$ cat src/common/raster_config.svh
`ifndef RASTER_CONFIG_SVH
`define RASTER_CONFIG_SVH

// ----------------------------------------
// display geometry
// ----------------------------------------
`define RASTER_H_RES 320
`define RASTER_V_RES 240
// one byte per pixel, h_res * v_res
`define RASTER_FB_DEPTH 76800

// ----------------------------------------
// triangle queue and clear values
// ----------------------------------------
`define TRI_FIFO_DEPTH 16
// black in RGB332
`define FB_CLEAR_COLOR 0
// farthest depth, so any plotted vertex passes the first test
`define ZBUF_CLEAR_DEPTH 255

// ----------------------------------------
// register map
// ----------------------------------------
// a write here submits registers 0 to 4 as one triangle
`define REG_PUSH_INDEX 5
`define REG_COUNT 8

`endif

$ cat src/common/axi_regs_pkg.sv
package axi_regs_pkg;

  // byte address, 8 words of 4 bytes
  typedef logic [4:0] axi_addr_t;

  // bus word and its byte lanes
  typedef logic [31:0] axi_data_t;
  typedef logic [3:0]  axi_strb_t;

  // word index, taken from address bits 4..2
  typedef logic [2:0] reg_index_t;

  // bresp / rresp encoding
  typedef logic [1:0] axi_resp_t;

  // only OKAY is ever returned
  localparam axi_resp_t RESP_OKAY = 2'b00;

endpackage

$ cat src/common/raster_pkg.sv
`include "raster_config.svh"

package raster_pkg;

  // ----------------------------------------
  // scalar widths
  // ----------------------------------------
  // column 0..319 needs 9 bits, row 0..239 fits in 8
  typedef logic [8:0]  coord_x_t;
  typedef logic [7:0]  coord_y_t;
  // z as submitted over the bus
  typedef logic [15:0] depth_t;
  // only the low byte of z is kept in the depth buffer
  typedef logic [7:0]  zbuf_depth_t;
  // RGB332
  typedef logic [7:0]  color_t;
  // linear index into either buffer
  typedef logic [16:0] pix_addr_t;

  // ----------------------------------------
  // triangle record
  // ----------------------------------------
  typedef struct packed {
    coord_x_t x;
    coord_y_t y;
    depth_t   z;
  } vertex_t;

  typedef struct packed {
    vertex_t v1;
    vertex_t v2;
    vertex_t v3;
    color_t  color;
  } triangle_t;

  // draw controller states
  typedef enum logic [1:0] {
    clear_buf,
    wait_tri,
    plot_read,
    plot_write
  } ctrl_state_t;

  // row major address, y * h_res + x
  function automatic pix_addr_t pix_addr(coord_x_t x, coord_y_t y);
    return pix_addr_t'(y * `RASTER_H_RES + x);
  endfunction

endpackage

$ cat src/axi/axi_reg_bank.sv
`timescale 1ns/1ps
`include "raster_config.svh"

module axi_reg_bank (
  input  logic                    S_AXI_ACLK,
  input  logic                    S_AXI_ARESETN,
  input  axi_regs_pkg::axi_addr_t awaddr,
  input  logic                    awvalid,
  output logic                    awready,
  input  axi_regs_pkg::axi_data_t wdata,
  input  axi_regs_pkg::axi_strb_t wstrb,
  input  logic                    wvalid,
  output logic                    wready,
  output axi_regs_pkg::axi_resp_t bresp,
  output logic                    bvalid,
  input  logic                    bready,
  input  axi_regs_pkg::axi_addr_t araddr,
  input  logic                    arvalid,
  output logic                    arready,
  output axi_regs_pkg::axi_data_t rdata,
  output axi_regs_pkg::axi_resp_t rresp,
  output logic                    rvalid,
  input  logic                    rready,
  input  logic                    fifo_full,
  output logic                    tri_push,
  output raster_pkg::triangle_t   tri_data
);

  import axi_regs_pkg::*;
  import raster_pkg::*;

  axi_data_t  regs [`REG_COUNT];
  // shared pulse for awready and wready
  logic       accept_q;
  // low while a write response is outstanding
  logic       aw_en;
  logic       wr_en;
  logic       push_now;
  reg_index_t wr_idx;
  triangle_t  packed_tri;

  assign awready = accept_q;
  assign wready  = accept_q;
  assign bresp   = RESP_OKAY;
  assign rresp   = RESP_OKAY;

  // master holds address and data until ready, so index straight off the bus
  assign wr_idx   = awaddr[4:2];
  assign wr_en    = accept_q && awvalid && wvalid;
  assign push_now = wr_en && (wr_idx == reg_index_t'(`REG_PUSH_INDEX)) && !fifo_full;

  // ----------------------------------------
  // write channel
  // ----------------------------------------
  // ready pulses once both aw and w are valid and no response is pending
  always_ff @(posedge S_AXI_ACLK)
  begin
    if (!S_AXI_ARESETN)
    begin
      accept_q <= 1'b0;
      aw_en    <= 1'b1;
    end
    else if (!accept_q && awvalid && wvalid && aw_en)
    begin
      accept_q <= 1'b1;
      aw_en    <= 1'b0;
    end
    else
    begin
      accept_q <= 1'b0;
      // response taken, next write may start
      if (bvalid && bready)
        aw_en <= 1'b1;
    end
  end

  // bvalid follows the register update by one cycle, held until bready
  always_ff @(posedge S_AXI_ACLK)
  begin
    if (!S_AXI_ARESETN)
      bvalid <= 1'b0;
    else if (wr_en)
      bvalid <= 1'b1;
    else if (bready)
      bvalid <= 1'b0;
  end

  // byte-merged register file
  always_ff @(posedge S_AXI_ACLK)
  begin
    if (!S_AXI_ARESETN)
    begin
      for (int i = 0; i < `REG_COUNT; i++)
        regs[i] <= '0;
    end
    else if (wr_en)
    begin
      for (int b = 0; b < 4; b++)
      begin
        if (wstrb[b])
          regs[wr_idx][8*b +: 8] <= wdata[8*b +: 8];
      end
    end
  end

  // ----------------------------------------
  // triangle packing
  // ----------------------------------------
  // field positions follow the register map
  always_comb
  begin
    packed_tri.v1.x  = regs[0][8:0];
    packed_tri.v1.y  = regs[0][23:16];
    packed_tri.v1.z  = regs[1][15:0];
    packed_tri.v2.x  = regs[1][24:16];
    packed_tri.v2.y  = regs[2][7:0];
    packed_tri.v2.z  = regs[2][31:16];
    packed_tri.v3.x  = regs[3][8:0];
    packed_tri.v3.y  = regs[3][23:16];
    packed_tri.v3.z  = regs[4][15:0];
    packed_tri.color = regs[4][23:16];
  end

  // push lands one cycle after the write, dropped silently when full
  always_ff @(posedge S_AXI_ACLK)
  begin
    if (!S_AXI_ARESETN)
      tri_push <= 1'b0;
    else
      tri_push <= push_now;
  end

  always_ff @(posedge S_AXI_ACLK)
  begin
    if (push_now)
      tri_data <= packed_tri;
  end

  // ----------------------------------------
  // read channel
  // ----------------------------------------
  // no new address is taken while read data waits for rready
  always_ff @(posedge S_AXI_ACLK)
  begin
    if (!S_AXI_ARESETN)
    begin
      arready <= 1'b0;
      rvalid  <= 1'b0;
    end
    else
    begin
      arready <= !arready && arvalid && !rvalid;
      if (arready && arvalid)
        rvalid <= 1'b1;
      else if (rready)
        rvalid <= 1'b0;
    end
  end

  always_ff @(posedge S_AXI_ACLK)
  begin
    if (arready && arvalid)
      rdata <= regs[araddr[4:2]];
  end

  // a response only ever follows a completed aw and w handshake
  a_bvalid_after_write: assert property (
    @(posedge S_AXI_ACLK) disable iff (!S_AXI_ARESETN)
    $rose(bvalid) |-> $past(awvalid && awready && wvalid && wready))
    else $error("bvalid rose with no accepted write");

  // the full flag seen at the write still holds when the push arrives
  a_no_push_when_full: assert property (
    @(posedge S_AXI_ACLK) disable iff (!S_AXI_ARESETN)
    tri_push |-> !fifo_full)
    else $error("triangle pushed into a full fifo");

endmodule

$ cat config.mk
export PLATFORM = sky130hd
export DESIGN_NAME = axi_reg_bank
export DESIGN_NICKNAME = d
export VERILOG_FILES = /design/src/common/axi_regs_pkg.sv /design/src/common/raster_pkg.sv /design/src/axi/axi_reg_bank.sv
export VERILOG_INCLUDE_DIRS = /design/src /design/src/common
export SDC_FILE = /design/constraint.sdc
export NUM_CORES = 1
export LEC_CHECK = 0
export ABC_AREA = 1
export ABC_CLOCK_PERIOD_IN_PS = 12800
export BUFFER_PORTS_ARGS = -buffer_cell sky130_fd_sc_hd__buf_2
export CORE_MARGIN = 5
export CORE_UTILIZATION = 40
export DETAILED_ROUTE_END_ITERATION = 12
export HOLD_SLACK_MARGIN = 0.02
export SETUP_SLACK_MARGIN = 0.05
export SLEW_MARGIN = 0
export SYNTH_ARGS = -nofsm -noshare
export SYNTH_HDL_FRONTEND = slang
export SYNTH_SLANG_ARGS = --single-unit
export TNS_END_PERCENT = 30
$ cat constraint.sdc
create_clock -name S_AXI_ACLK -period 12.8 [get_ports S_AXI_ACLK]
set_input_delay 0.64 -clock S_AXI_ACLK [delete_from_list [all_inputs] [get_ports S_AXI_ACLK]]
set_output_delay 0.64 -clock S_AXI_ACLK [all_outputs]
set_load 0.03 [all_outputs]
* Word-level counts from Yosys, hierarchy flattened *
Memory sizes are Yosys's and may differ from the RTL's. A register that Yosys moved wholly into a read port is not among the register bits.
Index checks and enable logic that the tools add are counted.

storage, ports and cells
  bits in registers = 6
  bits in latches = 0
  bits in writable memories = 256
  memory bits (read-only) = 0
  bits of input ports = 54
  output and inout port bits = 149
  logic and storage cells = 54
  memories = 1

cells by class
  add/sub/neg operators = 0
  $mul = 0
  div/mod/pow operators = 0
  order comparisons = 0
  equal/unequal tests = 1
  shift-type cells = 0
  multiplexer cells = 27
  bitwise gates (word level) = 0
  reduce and logical (&&, ||, !) cells = 19

memories
  memory  depth  bits a word  rd ports  clocked after Yosys merged registers in  wr ports  line                RTL
  regs    8      32           6         6                                        8         axi_reg_bank.sv:32  axi_data_t regs [`REG_COUNT];

operators with widths
  kind                                        number
  32-bit 2-to-1 mux                           1
  32-bit OR reduction                         1
  1-bit 2-to-1 mux                            24
  1-bit logical AND                           11
  2-bit nonzero test                          3
  1-bit zero test                             4
  4-bit 2-to-1 mux                            1
  3-bit equality test, second input constant  1
  3-bit 2-to-1 mux                            1

* Longest topological paths before layout *
  depth in word-level cells = 7
  gate-level depth with buffers = 8

* Least setup slack after synthesis *
No wires, ideal clock.

  path kind = input port to flip-flop
  from = input wvalid
  to = register, netlist name tri_data[0]
  setup time = 574 ps
  arrival time = 5,556 ps
  setup slack = 6,670 ps
  cell stages on the path = 3
  buffers on the path = 0
  cell sequence = nand3_1 or2_2 nor2_1

on the way
  cells in the longest elaborated chain, start to end = 3

RTL lines
  element                         line                RTL
  from (decl)                     axi_reg_bank.sv:12  input logic wvalid,
  1-bit logical AND               axi_reg_bank.sv:49  assign wr_en = accept_q && awvalid && wvalid;
  1-bit logical AND (2 in a row)  axi_reg_bank.sv:50  assign push_now = wr_en && (wr_idx == reg_index_t'(`REG_PUSH_INDEX)) && !fifo_full;
  net push_now                    axi_reg_bank.sv:38  logic push_now;

The timed path passes the listed nets, and every way through them passes these cells.
A chain may end at the register's enable or synchronous reset.

==> flow_summary.ini <==
[setup_path]
critPathKind = in2reg
cp.arrival_ps = 3090
rrSetupSlack_ps = 10290
critical_path_required_ps = 12990
cp-end-kind = flop
cp-start-kind = primary input
endpoint = regs[1][8]
r2r_start = awready
r2r-end = regs[1][8]
max_stage_delay_ps = 660
path_max_fanout = 36
worstPathCellList = buf_2 > inv_2 > nor2_4 > buf_4 > nand3_2 > nand2_1
startpoint = S_AXI_ARESETN
r2r_cells = 5
slowest_stage = buf_2

[yosys]
async_reset_ff_share_pct = 0
ys.flop_type = edfxtp_1
syn_area_um2 = 17200
synth_area_leader_cell = edfxtp_1
synth_seq_cells = 401
synth-seq-area-share_pct = 69.8
synth_common_cells = nand2_1 (455), edfxtp_1 (395), inv_1 (297), nor2_1 (263), nand3_1 (129)
ys_warn_count = 0
synth_cells = 1656
ys_types = 22
synth_top_area_share_pct = 69.1
synth_edf_count = 395
yosysMostFrequentCell = nand2_1
synth_area_leaders = edfxtp_1 (69%), nand2_1 (10%), inv_1 (6.5%)
syn_avg_cell_area_um2 = 10.4

[sta]
worst_slew_pin_slew_ps = 1090
fmax_mhz = 344
fin_crit_sh_pct = 22.7
setup_tns_ps = 0
holdWs_ps = 303
skew_ps = 14.4
setup_viol = 0
hold_viol_final = 0
maxSlewViolCount = 0
fin_crit_ps = 2910
rsz0062_at_grt = false
relSlewSlack_pct = 26.8

[finish]
drive_above_1_share_pct = 16.3
nets = 1899
fillers = 3928
antennaDiodeCount = 0
fin_util_pct = 47.3
syn2layout_area_growth_pct = 16.3
finish.instance_area_um2 = 20000

[routing]
dr.pass1.iters = 5
num_vias = 11500
ant_nets = 0
wl_um = 42800
first_iter_violations = 761
viasPerCell = 4.75
drc = 0
wire_per_inst_um = 17.7

[clock_network]
htreeDepth = 2
worstSkewPairLatency_ps = 570
cts_buffer_depth = 3
post_cts_buffers = 0
path_clk_slew_ps = 60
root_buffer = clkbuf_16
tritoncts = built
cts_hold_buf = 0
cts_inserted_buffers = 44
cts.repair.resized = 0
cts.sinks = 401

[placed_design]
hpwl_um = 26900
gp_congestion = 0.777
placed_area_um2 = 18600
portBuffers = 194

[floorplanning]
row_count = 75
die_x_um = 217
io_pins = 203
die_h_um = 217
fp.coreArea_um2 = 42200
die_area_um2 = 47200
initial_core_util_pct = 40.6

[grt]
grt_max_degree = 75
grt.total_usage_pct = 18.0
grt_pass1_wl_um = 65500
grt_overflow = 0
grt_pass1_vias = 11400
antenna_found_initial = 2

[worst_hold_path]
hold_class = in2reg

[power_and_ir_drop]
peakVddDrop_v = 0.0000838
power_mw = 2.84
leakage_nw = 8.88
pwr_density_cell_nw_per_um2 = 142

[job]
drv_cap = 0

[status]
outcome = finished, final reports clean
through the flow:
stage,setup WS (ps),instances
after CTS,9900,2417
after global routing,9760,2417
after floorplan,6670,1659
after detailed placement,9290,2338
final,9890,2417
after global placement,9360,2338
cell usage in the layout (no fill, tap or decap), types with 2 or more instances in the layout:
cell type     n
nor2_1      262
nand3_2      28
nand3_4       4
edfxtp_1    395
clkbuf_16    45
nand3_1     129
inv_1       295
clkbuf_1      9
bufinv_16     2
nand2_1     455
clkinvlp_4    2
nor3_1        2
inv_2         3
nor2_4        2
dfxtp_1       6
clkinv_2     10
conb_1        4
buf_2       193
nor3_2        2
buf_4        11
a21oi_1       3
clkinv_1      9
inv_6         2
kinds of logic after synthesis:
logic type	after synthesis	synth area share [%]
AND/OR/NAND/NOR	887	21.9
flip-flops	401	69.8
buffers and inverters	363	8.19
AO/OA/AOI/OAI	4	0.124
other	1	0.0218
how the worst min path moves through the flow:
stage | from | slack, ps | to | depth (start not counted)
floorplan | regs[4][16] | 430 | tri_data[0] | 0
global placement | arready | 420 | arready | 1
detailed placement | regs[0][22] | 430 | tri_data[96] | 0
CTS | bready | 260 | bvalid | 2
global route | bready | 300 | bvalid | 2
finish | bready | 300 | bvalid | 2
registers in the layout, indices dropped and copies added (netlist names):
name	cells
awready	1
rdata	32
tri_data	107
aw_en	1
arready	1
tri_push	1
bvalid	1
regs	256
rvalid	1
routing by layer:
metal | wire, um | global-route usage (%) | share of wire [%] | vias up
met2 | 21200 | 30.4 | 50 | 349
met5 | 21 | 0 | 0.049 | -
met4 | 982 | 5.94 | 2.3 | 4
met3 | 2550 | 3.21 | 6.0 | 66
met1 | 18100 | 23.7 | 42 | 5453
li1 | - | - | - | 5610
where the power goes:
part / switching (mW) / leakage [nW] / internal, mW
logic: 0.126 / 4.26 / 0.0394
registers: 0.0122 / 3.97 / 1.47
clock network: 0.506 / 0.656 / 0.684
total: 0.644 / 8.88 / 2.20
final cells by class:
cell class | count | area, um2 | share of cell area, %
Clock buffer | 54 | 1160 | 5.81
Clock inverter | 25 | 180 | 0.903
Inverter | 299 | 1120 | 5.63
Multi-Input combinational cell | 895 | 3790 | 19.0
Sequential cell | 401 | 12000 | 60.0
Tap cell | 539 | 674 | 3.38
Timing Repair Buffer | 204 | 1050 | 5.25
critical path, delay by kind of cell:
| kind | cells | cell delay [ps] |
|---|---|---|
| buffers and inverters | 3 | 1350 |
| and+or+nand+nor | 3 | 1070 |
(Power assumes the default switching activity.)
