===== src/common/raster_config.svh =====
`ifndef RASTER_CONFIG_SVH
`define RASTER_CONFIG_SVH

// ----------------------------------------
// display geometry
// ----------------------------------------
`define RASTER_H_RES 320
`define RASTER_V_RES 240
// one byte per pixel, h_res * v_res
`define RASTER_FB_DEPTH 76800

// ----------------------------------------
// triangle queue and clear values
// ----------------------------------------
`define TRI_FIFO_DEPTH 16
// black in RGB332
`define FB_CLEAR_COLOR 0
// farthest depth, so any plotted vertex passes the first test
`define ZBUF_CLEAR_DEPTH 255

// ----------------------------------------
// register map
// ----------------------------------------
// a write here submits registers 0 to 4 as one triangle
`define REG_PUSH_INDEX 5
`define REG_COUNT 8

`endif


===== src/common/raster_pkg.sv =====
`include "raster_config.svh"

package raster_pkg;

  // ----------------------------------------
  // scalar widths
  // ----------------------------------------
  // column 0..319 needs 9 bits, row 0..239 fits in 8
  typedef logic [8:0]  coord_x_t;
  typedef logic [7:0]  coord_y_t;
  // z as submitted over the bus
  typedef logic [15:0] depth_t;
  // only the low byte of z is kept in the depth buffer
  typedef logic [7:0]  zbuf_depth_t;
  // RGB332
  typedef logic [7:0]  color_t;
  // linear index into either buffer
  typedef logic [16:0] pix_addr_t;

  // ----------------------------------------
  // triangle record
  // ----------------------------------------
  typedef struct packed {
    coord_x_t x;
    coord_y_t y;
    depth_t   z;
  } vertex_t;

  typedef struct packed {
    vertex_t v1;
    vertex_t v2;
    vertex_t v3;
    color_t  color;
  } triangle_t;

  // draw controller states
  typedef enum logic [1:0] {
    clear_buf,
    wait_tri,
    plot_read,
    plot_write
  } ctrl_state_t;

  // row major address, y * h_res + x
  function automatic pix_addr_t pix_addr(coord_x_t x, coord_y_t y);
    return pix_addr_t'(y * `RASTER_H_RES + x);
  endfunction

endpackage


===== src/draw/draw_controller.sv =====
`timescale 1ns/1ps
`include "raster_config.svh"

module draw_controller (
  input  logic                    S_AXI_ACLK,
  input  logic                    S_AXI_ARESETN,
  input  logic                    vsync,
  input  raster_pkg::triangle_t   tri_in,
  input  logic                    empty,
  input  raster_pkg::zbuf_depth_t rd_depth,
  output logic                    pop,
  output logic                    fb_we,
  output logic                    zb_we,
  output raster_pkg::pix_addr_t   wr_addr,
  output raster_pkg::color_t      wr_color,
  output raster_pkg::zbuf_depth_t wr_depth,
  output raster_pkg::pix_addr_t   rd_addr
);

  import raster_pkg::*;

  ctrl_state_t state;
  logic        vsync_meta;
  logic        vsync_sync;
  logic        vsync_prev;
  logic        vsync_rise;
  pix_addr_t   clear_addr;
  triangle_t   tri_q;
  logic [1:0]  vtx_sel;
  vertex_t     cur_v;
  logic        cur_in_range;
  pix_addr_t   cur_addr;
  logic        fwd_hit;
  zbuf_depth_t fwd_depth;
  zbuf_depth_t stored_depth;
  logic        depth_pass;

  // ----------------------------------------
  // vsync synchronizer and edge detect
  // ----------------------------------------
  always_ff @(posedge S_AXI_ACLK)
  begin
    if (!S_AXI_ARESETN)
    begin
      vsync_meta <= 1'b0;
      vsync_sync <= 1'b0;
      vsync_prev <= 1'b0;
    end
    else
    begin
      vsync_meta <= vsync;
      vsync_sync <= vsync_meta;
      vsync_prev <= vsync_sync;
    end
  end

  assign vsync_rise = vsync_sync && !vsync_prev;

  // ----------------------------------------
  // current vertex and depth test
  // ----------------------------------------
  always_comb
  begin
    case (vtx_sel)
      2'd0:    cur_v = tri_q.v1;
      2'd1:    cur_v = tri_q.v2;
      default: cur_v = tri_q.v3;
    endcase
  end

  assign cur_in_range = (cur_v.x < `RASTER_H_RES) && (cur_v.y < `RASTER_V_RES);
  assign cur_addr     = pix_addr(cur_v.x, cur_v.y);
  // depth read is issued during plot_read, data arrives in plot_write
  assign rd_addr      = cur_addr;
  // a write still in flight to the same pixel wins over the memory copy
  assign stored_depth = fwd_hit ? fwd_depth : rd_depth;
  assign depth_pass   = cur_v.z[7:0] < stored_depth;

  // ----------------------------------------
  // control FSM
  // ----------------------------------------
  always_ff @(posedge S_AXI_ACLK)
  begin
    if (!S_AXI_ARESETN)
    begin
      state      <= clear_buf;
      clear_addr <= '0;
      vtx_sel    <= '0;
      pop        <= 1'b0;
      fb_we      <= 1'b0;
      zb_we      <= 1'b0;
      fwd_hit    <= 1'b0;
    end
    else
    begin
      pop   <= 1'b0;
      fb_we <= 1'b0;
      zb_we <= 1'b0;
      case (state)
        clear_buf:
        begin
          // one pixel of each buffer per cycle
          fb_we      <= 1'b1;
          zb_we      <= 1'b1;
          clear_addr <= clear_addr + 1'b1;
          if (clear_addr == pix_addr_t'(`RASTER_FB_DEPTH - 1))
          begin
            clear_addr <= '0;
            state      <= wait_tri;
          end
        end
        wait_tri:
        begin
          // new frame takes priority over queued triangles
          if (vsync_rise)
            state <= clear_buf;
          else if (!empty)
          begin
            pop     <= 1'b1;
            vtx_sel <= '0;
            state   <= plot_read;
          end
        end
        plot_read:
        begin
          fwd_hit <= zb_we && (wr_addr == cur_addr);
          // off-screen vertices are skipped in one cycle
          if (cur_in_range)
            state <= plot_write;
          else if (vtx_sel == 2'd2)
            state <= wait_tri;
          else
            vtx_sel <= vtx_sel + 1'b1;
        end
        plot_write:
        begin
          fb_we   <= depth_pass;
          zb_we   <= depth_pass;
          vtx_sel <= vtx_sel + 1'b1;
          state   <= (vtx_sel == 2'd2) ? wait_tri : plot_read;
        end
        default:
          state <= clear_buf;
      endcase
    end
  end

  // write payload, qualified by the enables above
  always_ff @(posedge S_AXI_ACLK)
  begin
    if (state == clear_buf)
    begin
      wr_addr  <= clear_addr;
      wr_color <= color_t'(`FB_CLEAR_COLOR);
      wr_depth <= zbuf_depth_t'(`ZBUF_CLEAR_DEPTH);
    end
    else
    begin
      wr_addr  <= cur_addr;
      wr_color <= tri_q.color;
      wr_depth <= cur_v.z[7:0];
    end
    // head of the fifo is held for the whole triangle
    if (state == wait_tri && !empty)
      tri_q <= tri_in;
    fwd_depth <= wr_depth;
  end

  a_wr_addr_range: assert property (
    @(posedge S_AXI_ACLK) disable iff (!S_AXI_ARESETN)
    (fb_we || zb_we) |-> (wr_addr < `RASTER_FB_DEPTH))
    else $error("buffer write outside the frame");

endmodule


===== config.mk =====
export PLATFORM = sky130hd
export DESIGN_NAME = draw_controller
export DESIGN_NICKNAME = d
export VERILOG_FILES = /design/src/common/raster_pkg.sv /design/src/draw/draw_controller.sv
export VERILOG_INCLUDE_DIRS = /design/src /design/src/common
export SDC_FILE = /design/constraint.sdc
export NUM_CORES = 1
export LEC_CHECK = 0
export ABC_AREA = 1
export BUFFER_PORTS_ARGS = -buffer_cell sky130_fd_sc_hd__buf_2
export CAP_MARGIN = 20
export CORE_UTILIZATION = 48
export CTS_CLUSTER_SIZE = 28
export DETAILED_ROUTE_END_ITERATION = 7
export PLACE_DENSITY = 0.76
export RECOVER_POWER = 100
export SLEW_MARGIN = 0
export SYNTH_ARGS = -nofsm -noshare
export SYNTH_HDL_FRONTEND = slang
export SYNTH_SLANG_ARGS = --single-unit

===== constraint.sdc =====
create_clock -name S_AXI_ACLK -period 4.9 [get_ports S_AXI_ACLK]
set_input_delay 1.225 -clock S_AXI_ACLK [delete_from_list [all_inputs] [get_ports S_AXI_ACLK]]
set_output_delay 1.225 -clock S_AXI_ACLK [all_outputs]
set_load 0.01 [all_outputs]

* Yosys cells after proc, flatten, opt, wreduce, memory -nomap -nowiden
Index checks and enable logic that the tools add are counted. Widths: inputs -> output; s select.
Word-level totals: register bits 175, input bits 119, output and inout port bits 53, word-level logic and storage cells 76
Operators by class: add/sub/neg operators 3, $mul 1, $lt $le $gt $ge 3, equal/unequal tests 14, muxes and demuxes 18, bitwise gates (word level) 2, reductions and logical operators 12
Operator list (number):
- $pmux 33 s2 | 1
- $mux 17 | 2
- $mux 2 | 10
- $add 17x1->17 const B | 1
- $add 17x9->17 | 1
- $eq 17x17->1 | 1
- $eq 17x17->1 const B | 1
- $mul 8x3->11 const B | 1
- $ne 2x2->1 const B | 5
- $lt 9x9->1 const B | 1
- $lt 8x8->1 | 1
- $lt 8x8->1 const B | 1
- $mux 8 | 1
- $pmux 2 s4 | 1
- $eq 2x2->1 const B | 3
- $ne 3x3->1 const B | 2
- $pmux 2 s3 | 1
- $reduce_and 5->1 | 1
- $eq 2x1->1 const B | 2
- $logic_and 1x1->1 | 4
- $logic_not 2->1 | 2
- $reduce_and 3->1 | 1
- $reduce_bool 3->1 | 1
- $reduce_or 3->1 | 1
- 5 further kinds | 7

* Depth between registers and ports, before layout
Gate-level depths: netlist (run 1).
depth in word-level cells 6, gate-level depth with buffers 26, gate-level depth less buffers 23

* Least setup slack after synthesis (run 1)
Ideal clock, no wire load.
path kind in2reg, from in empty, to reg tri_q[0] in the netlist's numbering, enable pin, library setup time 0.525 ns, data arrival time 4.671 ns, slack -0.296 ns, stages 1, cell sequence nor2_1
Between the ends: longest elaborated chain between the ends 2
RTL lines:
- start, declared | RTL line draw_controller.sv:9 | input logic empty,
- $logic_not 1->1 | RTL line draw_controller.sv:164 | if (state == wait_tri && !empty)
- $logic_and 1x1->1 | RTL line draw_controller.sv:164
- end signal, assigned | RTL line draw_controller.sv:165 | tri_q <= tri_in;
- end, declared | RTL line draw_controller.sv:28 | triangle_t tri_q;
Every way passes these cells. A chain may end at the register's enable or synchronous reset.

* Worst setup path in the final report (run 1)
from reg vtx_sel[1], to out rd_addr[15]
Between the ends: longest elaborated chain between the ends 4
RTL lines:
- start, declared | RTL line draw_controller.sv:29 | logic [1:0] vtx_sel;
- start signal, assigned | RTL line draw_controller.sv:133 | vtx_sel <= vtx_sel + 1'b1;
- start signal, assigned | RTL line draw_controller.sv:139 | vtx_sel <= vtx_sel + 1'b1;
- $eq 2x1->1 or $logic_not 2->1 (tied branches) | RTL line draw_controller.sv:64 | case (vtx_sel)
- $pmux 33 s2 * | RTL line draw_controller.sv:64
- $mul 8x3->11 (no source line)
- $add 17x9->17 * | RTL line raster_pkg.sv:46 | return pix_addr_t'(y * `RASTER_H_RES + x);
- end, declared | RTL line draw_controller.sv:17 | output raster_pkg::pix_addr_t rd_addr
Mark *: on every way between the ends. The rest lies on a longest branch, timed or not.

==> reports/qor.csv, run 1 <==
stage;metric;value;unit
clock_tree;CTS Buf Count;17;
sta;worst clock skew;0.00932;ns
floorplanning;height of the die;120;um
clock_tree;clock root buffer master;clkbuf_16;
floorplanning;placement row count;42;
run;number of maximum-capacitance constraint violations;2;
floorplanning;die extent in x;120;um
floorplanning;count of boundary I/O pins;172;
worst_setup_path;max incr delay on CP;0.43;ns
grt;number of antenna violations at the first check in global routing;0;
sta;total negative slack for setup checks;0;ns
grt;leftover overflow at the end of global routing;0;
run_status;run status;finished, violations left;
worst_setup_path;Critical Path Source Type;flip-flop;
pwr;worst ir drop on vdd;0.000314;V
sta;total count of hold-check failures in the final report;0;
drt;total via count after detailed routing;4988;
worst_setup_path;cell chain of the critical path;inv_2 -> ha_4 -> buf_6 -> nand2_1 -> nand3_2 -> ha_1 -> ha_2 -> fa_1 -> xor2_1 -> inv_2 -> nor2_4 -> nand3_2 -> clkinv_1 -> nand3_1 -> nand2_2 -> clkbuf_2;
yosys;synth warn;0;
run_status;violated checks;max-capacitance violations, max-slew violations;
drt;post-detailed-route via-to-cell ratio;4.83;
finish;share of post-route cells with drive strength above 1;20.4;%
finish;antenna cell count;0;
sta;worst relative slew slack;-25.2;%
sta;actual slew at the worst max-slew pin;1.87;ns
grt;largest net degree at the start of global routing;64;
worst_setup_path;Required @ worst endpoint;3.67;ns
yosys;register area share after synthesis;57.2;%
placement;last weighted congestion value of the routability-driven placer;0.833;
worst_hold_path;Tightest Hold Check Type;reg -> reg;
clock_tree;clock tree from TritonCTS;yes;
yosys;proportion of register bits with asynchronous set or reset after synthesis;0;%
drt;number of optimization iterations in the first detailed-route pass;4;
placement;total of buffers placed on input and output ports;147;
pwr;leak pwr;3.53;nW
worst_setup_path;Arr. time, crit path;3.43;ns
finish;Area Growth Syn to Fin;21.5;%
yosys;Syn Nets;843;
clock_tree;clock latency at the later pin of the worst-skew pair;0.43;ns
worst_setup_path;CP max-delay cell;fa_1;
grt;Total Routing Usage GR;20.9;%
worst_setup_path;largest driver fanout on the critical path;15;
yosys;average size of a mapped cell;9.73;um^2
pwr;PnR Total Power;0.00390;W
yosys;dominant synthesized flop cell;edfxtp_1;
drt;amount of wire on met3 after detailed routing;809;um
floorplanning;area of the die;14500;um^2
sta;worst-case hold slack;0.351;ns
drt;total routed wire length on the met1 layer;6.19;mm
sta;min Tclk post-route;4.66;ns
yosys;leading area contributor after synthesis;edfxtp_1;
placement;Area after DPL;7610;um^2
yosys;distinct cell type count of the synthesized netlist;48;
drt;routed length per instance;13.7;um
clock_tree;deepest level of the CTS H-tree;4;
yosys;most numerous cell types in the synthesized netlist;nand2_1 (179), edfxtp_1 (83), inv_1 (81);
yosys;most common cell in the netlist;nand2_1;
yosys;top-area cell type share of the netlist area;37.0;%
floorplanning;Std-Cell Core Area;13500;um^2
worst_setup_path;Setup Crit Path Kind;reg -> out;
drt;ANT nets after route;0;
finish;Design Area, Final;8190;um^2
placement;hpwl dp;10.4;mm
grt;global-route wire length before repair;23.1;mm
worst_setup_path;type of destination of the critical path;primary output;
pwr;Pwr per Cell Area;476;nW/um^2
grt;via count of the first global-routing pass;5014;
sta;final number of setup-violating endpoints;0;
clock_tree;total of hold buffers inserted after clock tree synthesis;0;
drt;# DRC;0;
sta;part of the cycle the worst path needs;95.1;%
yosys;number of flops mapped to enable cells by yosys;83;
finish;final layout net count;995;
sta;Max Fclk;215;MHz
floorplanning;starting density of the core;50.1;%
yosys;top cells by area in the synthesized netlist;edfxtp_1 (37%), dfxtp_1 (20%), nand2_1 (10%);
drt;detailed-routed wire length on met2;6.91;mm
clock_tree;Clock Path Buffers;2;
sta;fin. max-slew vios;64;
yosys;number of synthesized register bits;151;
sta;setup repair after global routing missed its margin;false;
clock_tree;clock slew seen by the registers of the worst setup and hold paths;0.06;ns
drt;Top Metal Used;met4;
drt;Detailed Route Iter0 Violations;208;
yosys;post-synthesis instance area;6740;um^2
yosys;post-synthesis instance total;692;
clock_tree;number of clock sinks;151;
drt;total wirelength of the detailed-routed design;14.2;mm
==> per-layer routing <==
layer  GRT usage, %  up-vias
met5              0        -
met4           8.18        0
li1               -     2585
met1           24.4     2267
met3           6.42       21
met2           36.0      115
==> cell families after synthesis <==
kind of cell | after synthesis | synth area share (%)
simple gates | 304 | 19.8
flops | 151 | 57.2
buf+inv | 112 | 7.11
compound gates | 69 | 6.26
fa+ha+maj | 32 | 6.17
xor+xnor | 16 | 2.19
mux | 8 | 1.21
==> layout by cell type (no fill, tap or decap), drive strengths merged, types with 3 or more instances in the layout <==
master	synthesis	final
a211oi	3	3
nor3	6	6
clkbuf	12	70
mux2i	7	7
nand3	45	45
nand4	6	6
a22o	8	8
edfxtp	83	83
dfxtp	68	68
clkinvlp	0	3
nand3b	4	4
ha	30	30
buf	13	107
a21oi	25	25
xor2	11	11
o21ai	22	22
inv	84	87
nand2	187	187
a31oi	3	3
clkinv	3	8
xnor2	5	5
nor2	48	48
==> flip-flops by register name, summed over array words and instances, names as in the netlist, 2 cells and up <==
| signal | cells |
|---|---|
| tri_q | 83 |
| vtx_sel | 2 |
| wr_addr | 17 |
| clear_addr | 17 |
| wr_depth | 8 |
| wr_color | 8 |
| state | 2 |
| fwd_depth | 8 |
==> metrics by stage <==
step                util (%)  worst slack, ns  std cells
floorplan                  -            0.541        692
global route            60.8           0.0292       1033
global placement        56.6            0.475        997
finish                  60.8            0.241       1033
CTS                     61.1           0.0134       1032
detailed placement      56.6            0.388        997
==> power breakdown <==
part	internal, W	switching (W)	leakage, nW
logic	0.000413	0.000744	1.95
registers	0.00143	0.0000394	1.31
clock network	0.000755	0.000519	0.274
==> final timing paths <==
check                           from                          end  slack (ns)  cells after the start
max          vtx_sel[1]$_SDFFE_PN0P_                  rd_addr[15]        0.24                     16
min reg2reg   wr_depth[5]$_SDFF_PP1_         fwd_depth[5]$_DFF_P_        0.35                      0
min           wr_depth[5]$_SDFF_PP1_         fwd_depth[5]$_DFF_P_        0.35                      0
max reg2reg    state[0]$_SDFFE_PN0P_  clear_addr[14]$_SDFFE_PN0P_        0.59                      7
==> final cells by class <==
cell class / count / area (um^2)
Timing Repair Buffer: 158 / 758
Clock buffer: 19 / 433
Tap cell: 176 / 220
Multi-Input combinational cell: 429 / 2440
Fill cell: 1205 / 5270
Clock inverter: 13 / 148
Inverter: 87 / 328
Sequential cell: 151 / 3850
==> repair_timing <==
action                                  in CTS  in global routing
endpoints found under the setup margin       3                  5
buffers inserted                             3                  1
pin swaps                                    1                  1
resized for setup                            1                 13
==> critical path, delay by kind of cell (launching register included) <==
family                   cells  cell delay (ns)
AND/OR/NAND/NOR              6             0.64
flip-flops                   1             0.35
buffers and inverters        5             0.56
adder cells (fa/ha/maj)      4             1.15
XOR/XNOR                     1             0.30
Power figures use the tool's default switching activity.
==> run 2: changes to the inputs <==
--- a/config.mk
+++ b/config.mk
@@ -6,13 +6,12 @@
 export SDC_FILE = /design/constraint.sdc
 export NUM_CORES = 1
 export LEC_CHECK = 0
-export ABC_AREA = 1
 export BUFFER_PORTS_ARGS = -buffer_cell sky130_fd_sc_hd__buf_2
 export CAP_MARGIN = 20
 export CORE_UTILIZATION = 48
 export CTS_CLUSTER_SIZE = 28
 export DETAILED_ROUTE_END_ITERATION = 7
-export PLACE_DENSITY = 0.76
+export PLACE_DENSITY_LB_ADDON = 0.08
 export RECOVER_POWER = 100
 export SLEW_MARGIN = 0
 export SYNTH_ARGS = -nofsm -noshare
==> reports/qor.csv, run 2 <==
stage;metric;value;unit;change
finish;share of post-route cells with drive strength above 1;32.7;%;+12 points
worst_hold_path;hold wc startpoint;wr_depth[4]$_SDFF_PP1_;;
worst_setup_path;Critical Path Source Type;flip-flop;;
sta;setup repair after global routing missed its margin;true;;
floorplanning;placement row count;42;;unchanged
floorplanning;count of boundary I/O pins;172;;unchanged
finish;Area Growth Syn to Fin;28.7;%;
yosys;average size of a mapped cell;12.5;um^2;+28%
sta;worst-case hold slack;0.349;ns;-0.00157 ns
pwr;share of power burned in registers;47.1;%;+9.5 points
drt;total via count after detailed routing;4675;;-6.3%
grt;number of antenna violations at the first check in global routing;0;;unchanged
yosys;top-area cell type share of the netlist area;37.3;%;+0.27 points
sta;worst relative slew slack;-54.8;%;-30 points
clock_tree;total of hold buffers inserted after clock tree synthesis;0;;unchanged
finish;Design Area, Final;8610;um^2;+5.2%
worst_hold_path;Tightest Hold Check Type;reg -> reg;;
clock_tree;clock tree from TritonCTS;yes;;
worst_setup_path;Required @ worst endpoint;3.67;ns;about the same
placement;Area after DPL;7650;um^2;+0.53%
pwr;portion of total power attributed to combinational logic;11.5;%;-18 points
floorplanning;starting density of the core;49.9;%;-0.17 points
worst_setup_path;type of destination of the critical path;primary output;;
drt;routed length per instance;16.6;um;+21%
sta;min Tclk post-route;4.88;ns;+0.219 ns
finish;most common library cell in the layout ignoring fill and taps;buf_2;;
finish;final layout net count;859;;-14%
drt;ANT nets after route;0;;unchanged
drt;total wirelength of the detailed-routed design;14.9;mm;+5.2%
worst_setup_path;reg-to-reg endpoint;tri_q[27]$_DFFE_PP_;;
pwr;internal power summed over all cells;0.00234;W;-9.9%
yosys;distinct cell type count of the synthesized netlist;64;;+33%
floorplanning;Std-Cell Core Area;13400;um^2;-0.39%
run_status;violated checks;max-capacitance violations, max-slew violations;;
finish;Largest Register;tri_q;;
worst_setup_path;Setup Crit Path Kind;reg -> out;;
sta;Max Fclk;205;MHz;-4.5%
clock_tree;number of clock sinks;151;;unchanged
yosys;most common cell in the netlist;edfxtp_1;;
pwr;Clk network pwr share;41.3;%;+8.6 points
run;number of maximum-capacitance constraint violations;2;;unchanged
run_status;run status;finished, violations left;;
yosys;Syn Nets;687;;-19%
grt;largest net degree at the start of global routing;62;;-3.1%
sta;total count of hold-check failures in the final report;0;;unchanged
worst_setup_path;largest driver fanout on the critical path;8;;-7
sta;final number of setup-violating endpoints;0;;unchanged
floorplanning;area of the die;14400;um^2;-0.71%
clock_tree;clock latency at the later pin of the worst-skew pair;0.42;ns;about the same
worst_hold_path;hold-critical path endpoint;fwd_depth[4]$_DFF_P_;;
sta;fin. max-slew vios;73;;+14%
worst_setup_path;Arr. time, crit path;3.65;ns;+0.22 ns
finish;largest registers ranked by flip-flop count;tri_q x83, clear_addr x17, wr_addr x17;;
grt;via count of the first global-routing pass;4685;;-6.6%
placement;total of buffers placed on input and output ports;147;;unchanged
drt;number of optimization iterations in the first detailed-route pass;5;;+1
floorplanning;die extent in x;120;um;-0.36%
floorplanning;height of the die;120;um;-0.36%
worst_setup_path;worst reg-to-reg setup slack;0.93;ns;+0.34 ns
yosys;proportion of register bits with asynchronous set or reset after synthesis;0;%;unchanged
yosys;post-synthesis instance total;536;;-23%
grt;leftover overflow at the end of global routing;0;;unchanged
worst_setup_path;worst r2r src;state[1]$_SDFFE_PN0P_;;
sta;worst clock skew;0.00737;ns;-0.00195 ns
sta;actual slew at the worst max-slew pin;2.32;ns;+0.450 ns
yosys;most numerous cell types in the synthesized netlist;edfxtp_1 (83), dfxtp_1 (68), nand2_1 (42);;
clock_tree;deepest level of the CTS H-tree;4;;unchanged
placement;hpwl dp;10.3;mm;-1.5%
pwr;switching share of power;22.9;%;-10 points
grt;global-route wire length before repair;22.8;mm;-1.5%
finish;most used cells in the layout excluding fill and tap cells;buf_2 (107), edfxtp_1 (83), dfxtp_1 (66), clkbuf_1 (44), nand2_1 (37);;
finish;filler cell count;1063;;-12%
finish;area taken by multi-input logic gates;2880;um^2;+18%
worst_hold_path;Min-Delay Path Depth;0;;unchanged
grt;Total Routing Usage GR;21.2;%;+0.28 points
clock_tree;clock root buffer master;clkbuf_16;;
yosys;post-synthesis instance area;6690;um^2;-0.72%
drt;post-detailed-route via-to-cell ratio;5.21;;+7.9%
clock_tree;clock slew seen by the registers of the worst setup and hold paths;0.06;ns;about the same
pwr;leak pwr;3.44;nW;-2.7%
yosys;top cells by area in the synthesized netlist;edfxtp_1 (37%), dfxtp_1 (20%), ha_1 (5.6%);;
yosys;dominant synthesized flop cell;edfxtp_1;;
finish;flip-flop count of the largest register, all copies and words added;83;;unchanged
yosys;synth warn;0;;unchanged
pwr;worst ir drop on vdd;0.000233;V;-26%
yosys;leading area contributor after synthesis;edfxtp_1;;
pwr;switching power;0.000696;W;-47%
finish;antenna cell count;0;;unchanged
drt;Detailed Route Iter0 Violations;240;;+15%
clock_tree;Clock Path Buffers;2;;unchanged
finish;area used by sequential logic in the layout;3860;um^2;about the same
drt;# DRC;0;;unchanged
yosys;number of synthesized register bits;151;;unchanged
yosys;number of flops mapped to enable cells by yosys;83;;unchanged
placement;last weighted congestion value of the routability-driven placer;0.813;;-2.4%
clock_tree;CTS Buf Count;17;;unchanged
pwr;Pwr per Cell Area;352;nW/um^2;-26%
worst_setup_path;cell depth of the worst flop-to-flop path;4;;-3
sta;part of the cycle the worst path needs;99.6;%;+4.5 points
yosys;register area share after synthesis;57.6;%;+0.42 points
[run 2: changes by cell type in the layout (fill, tap and decap cells not counted), sizes merged, moves of 18 or more]
| cell | previous run | this run |
|---|---|---|
| nand2 | 187 | 42 |
| inv | 87 | 14 |
| nand3 | 45 | 11 |
| buf | 107 | 134 |
| nor2 | 48 | 30 |
[run 2: how the worst max path moves through the flow]
stage | startpoint | endpoint | slack [ns] | cells past startpoint
floorplan | vtx_sel[0]$_SDFFE_PN0P_ | rd_addr[16] | 0.02 | 17
global placement | vtx_sel[0]$_SDFFE_PN0P_ | rd_addr[16] | 0.13 | 15
detailed placement | vtx_sel[0]$_SDFFE_PN0P_ | rd_addr[16] | 0.06 | 15
CTS | vtx_sel[0]$_SDFFE_PN0P_ | rd_addr[16] | 0.0002 | 16
global route | vtx_sel[1]$_SDFFE_PN0P_ | rd_addr[16] | -0.06 | 16
finish | vtx_sel[1]$_SDFFE_PN0P_ | rd_addr[16] | 0.02 | 16
[run 2: layer usage]
layer	GRT usage, %	up-vias	routed length, um
met5	0	-	0
met4	9.53	0	197
met3	5.13	13	660
met2	34.6	133	7350
met1	26.6	2225	6690
li1	-	2304	-
[run 2: cells by family (layout without fill, tap and decap cells)]
logic type / Yosys count / after routing / share of synthesized area [%]
AOI/OAI and AO/OA: 95 / 95 / 10.7
xor gates and xnor gates: 36 / 36 / 5.80
adders and majority gates: 32 / 32 / 6.21
buffers and inverters: 39 / 224 / 2.98
DFF: 151 / 151 / 57.6
muxes: 27 / 27 / 4.34
and+or+nand+nor: 156 / 156 / 12.3
[run 2: cell type report]
type / count / area share [%]
flip-flops and latches: 151 / 44.8
repair buffers: 179 / 11.9
clock buffers: 22 / 5.39
inverters: 13 / 0.596
clock inverters: 10 / 1.19
multi-input cells: 346 / 33.5
well taps: 176 / 2.56
[run 2: worst max-delay path, stage by stage (launching register included)]
cell,delay [ns]
dfxtp_2,0.36
inv_4,0.06
ha_4,0.19
buf_12,0.15
a22oi_2,0.19
nand2_2,0.12
ha_4,0.24
ha_4,0.17
fa_2,0.39
a211oi_2,0.25
buf_4,0.16
o31ai_2,0.06
a32oi_2,0.27
nor4_4,0.10
a22o_1,0.23
o21bai_4,0.18
buf_6,0.12
[run 2: power groups by stage]
stage                     logic (W)  clock network (W)  registers, W
after floorplan            0.000194                  0       0.00146
after global placement     0.000324                  0       0.00145
after detailed placement   0.000330                  0       0.00145
after CTS                  0.000343            0.00128       0.00143
after global routing       0.000382            0.00134       0.00143
final                      0.000350            0.00125       0.00143
[run 2: through the flow]
step	TNS (ns)	util, %	cells	total power [W]	setup slack (ns)
after global routing	-0.101	64.2	897	0.00315	-0.0644
after floorplan	0	-	536	0.00165	0.0249
after detailed placement	0	57.1	847	0.00178	0.0563
after global placement	0	57.1	847	0.00178	0.132
after CTS	0	63.3	888	0.00305	0.000201
final	0	64.2	897	0.00303	0.0215
[run 2: repair_timing]
item | in CTS | in global routing
setup endpoints to repair | 4 | 3
pin swaps | 16 | 20
buffers inserted | 7 | 8
cloned | 2 | 1
resized for setup | 31 | 22
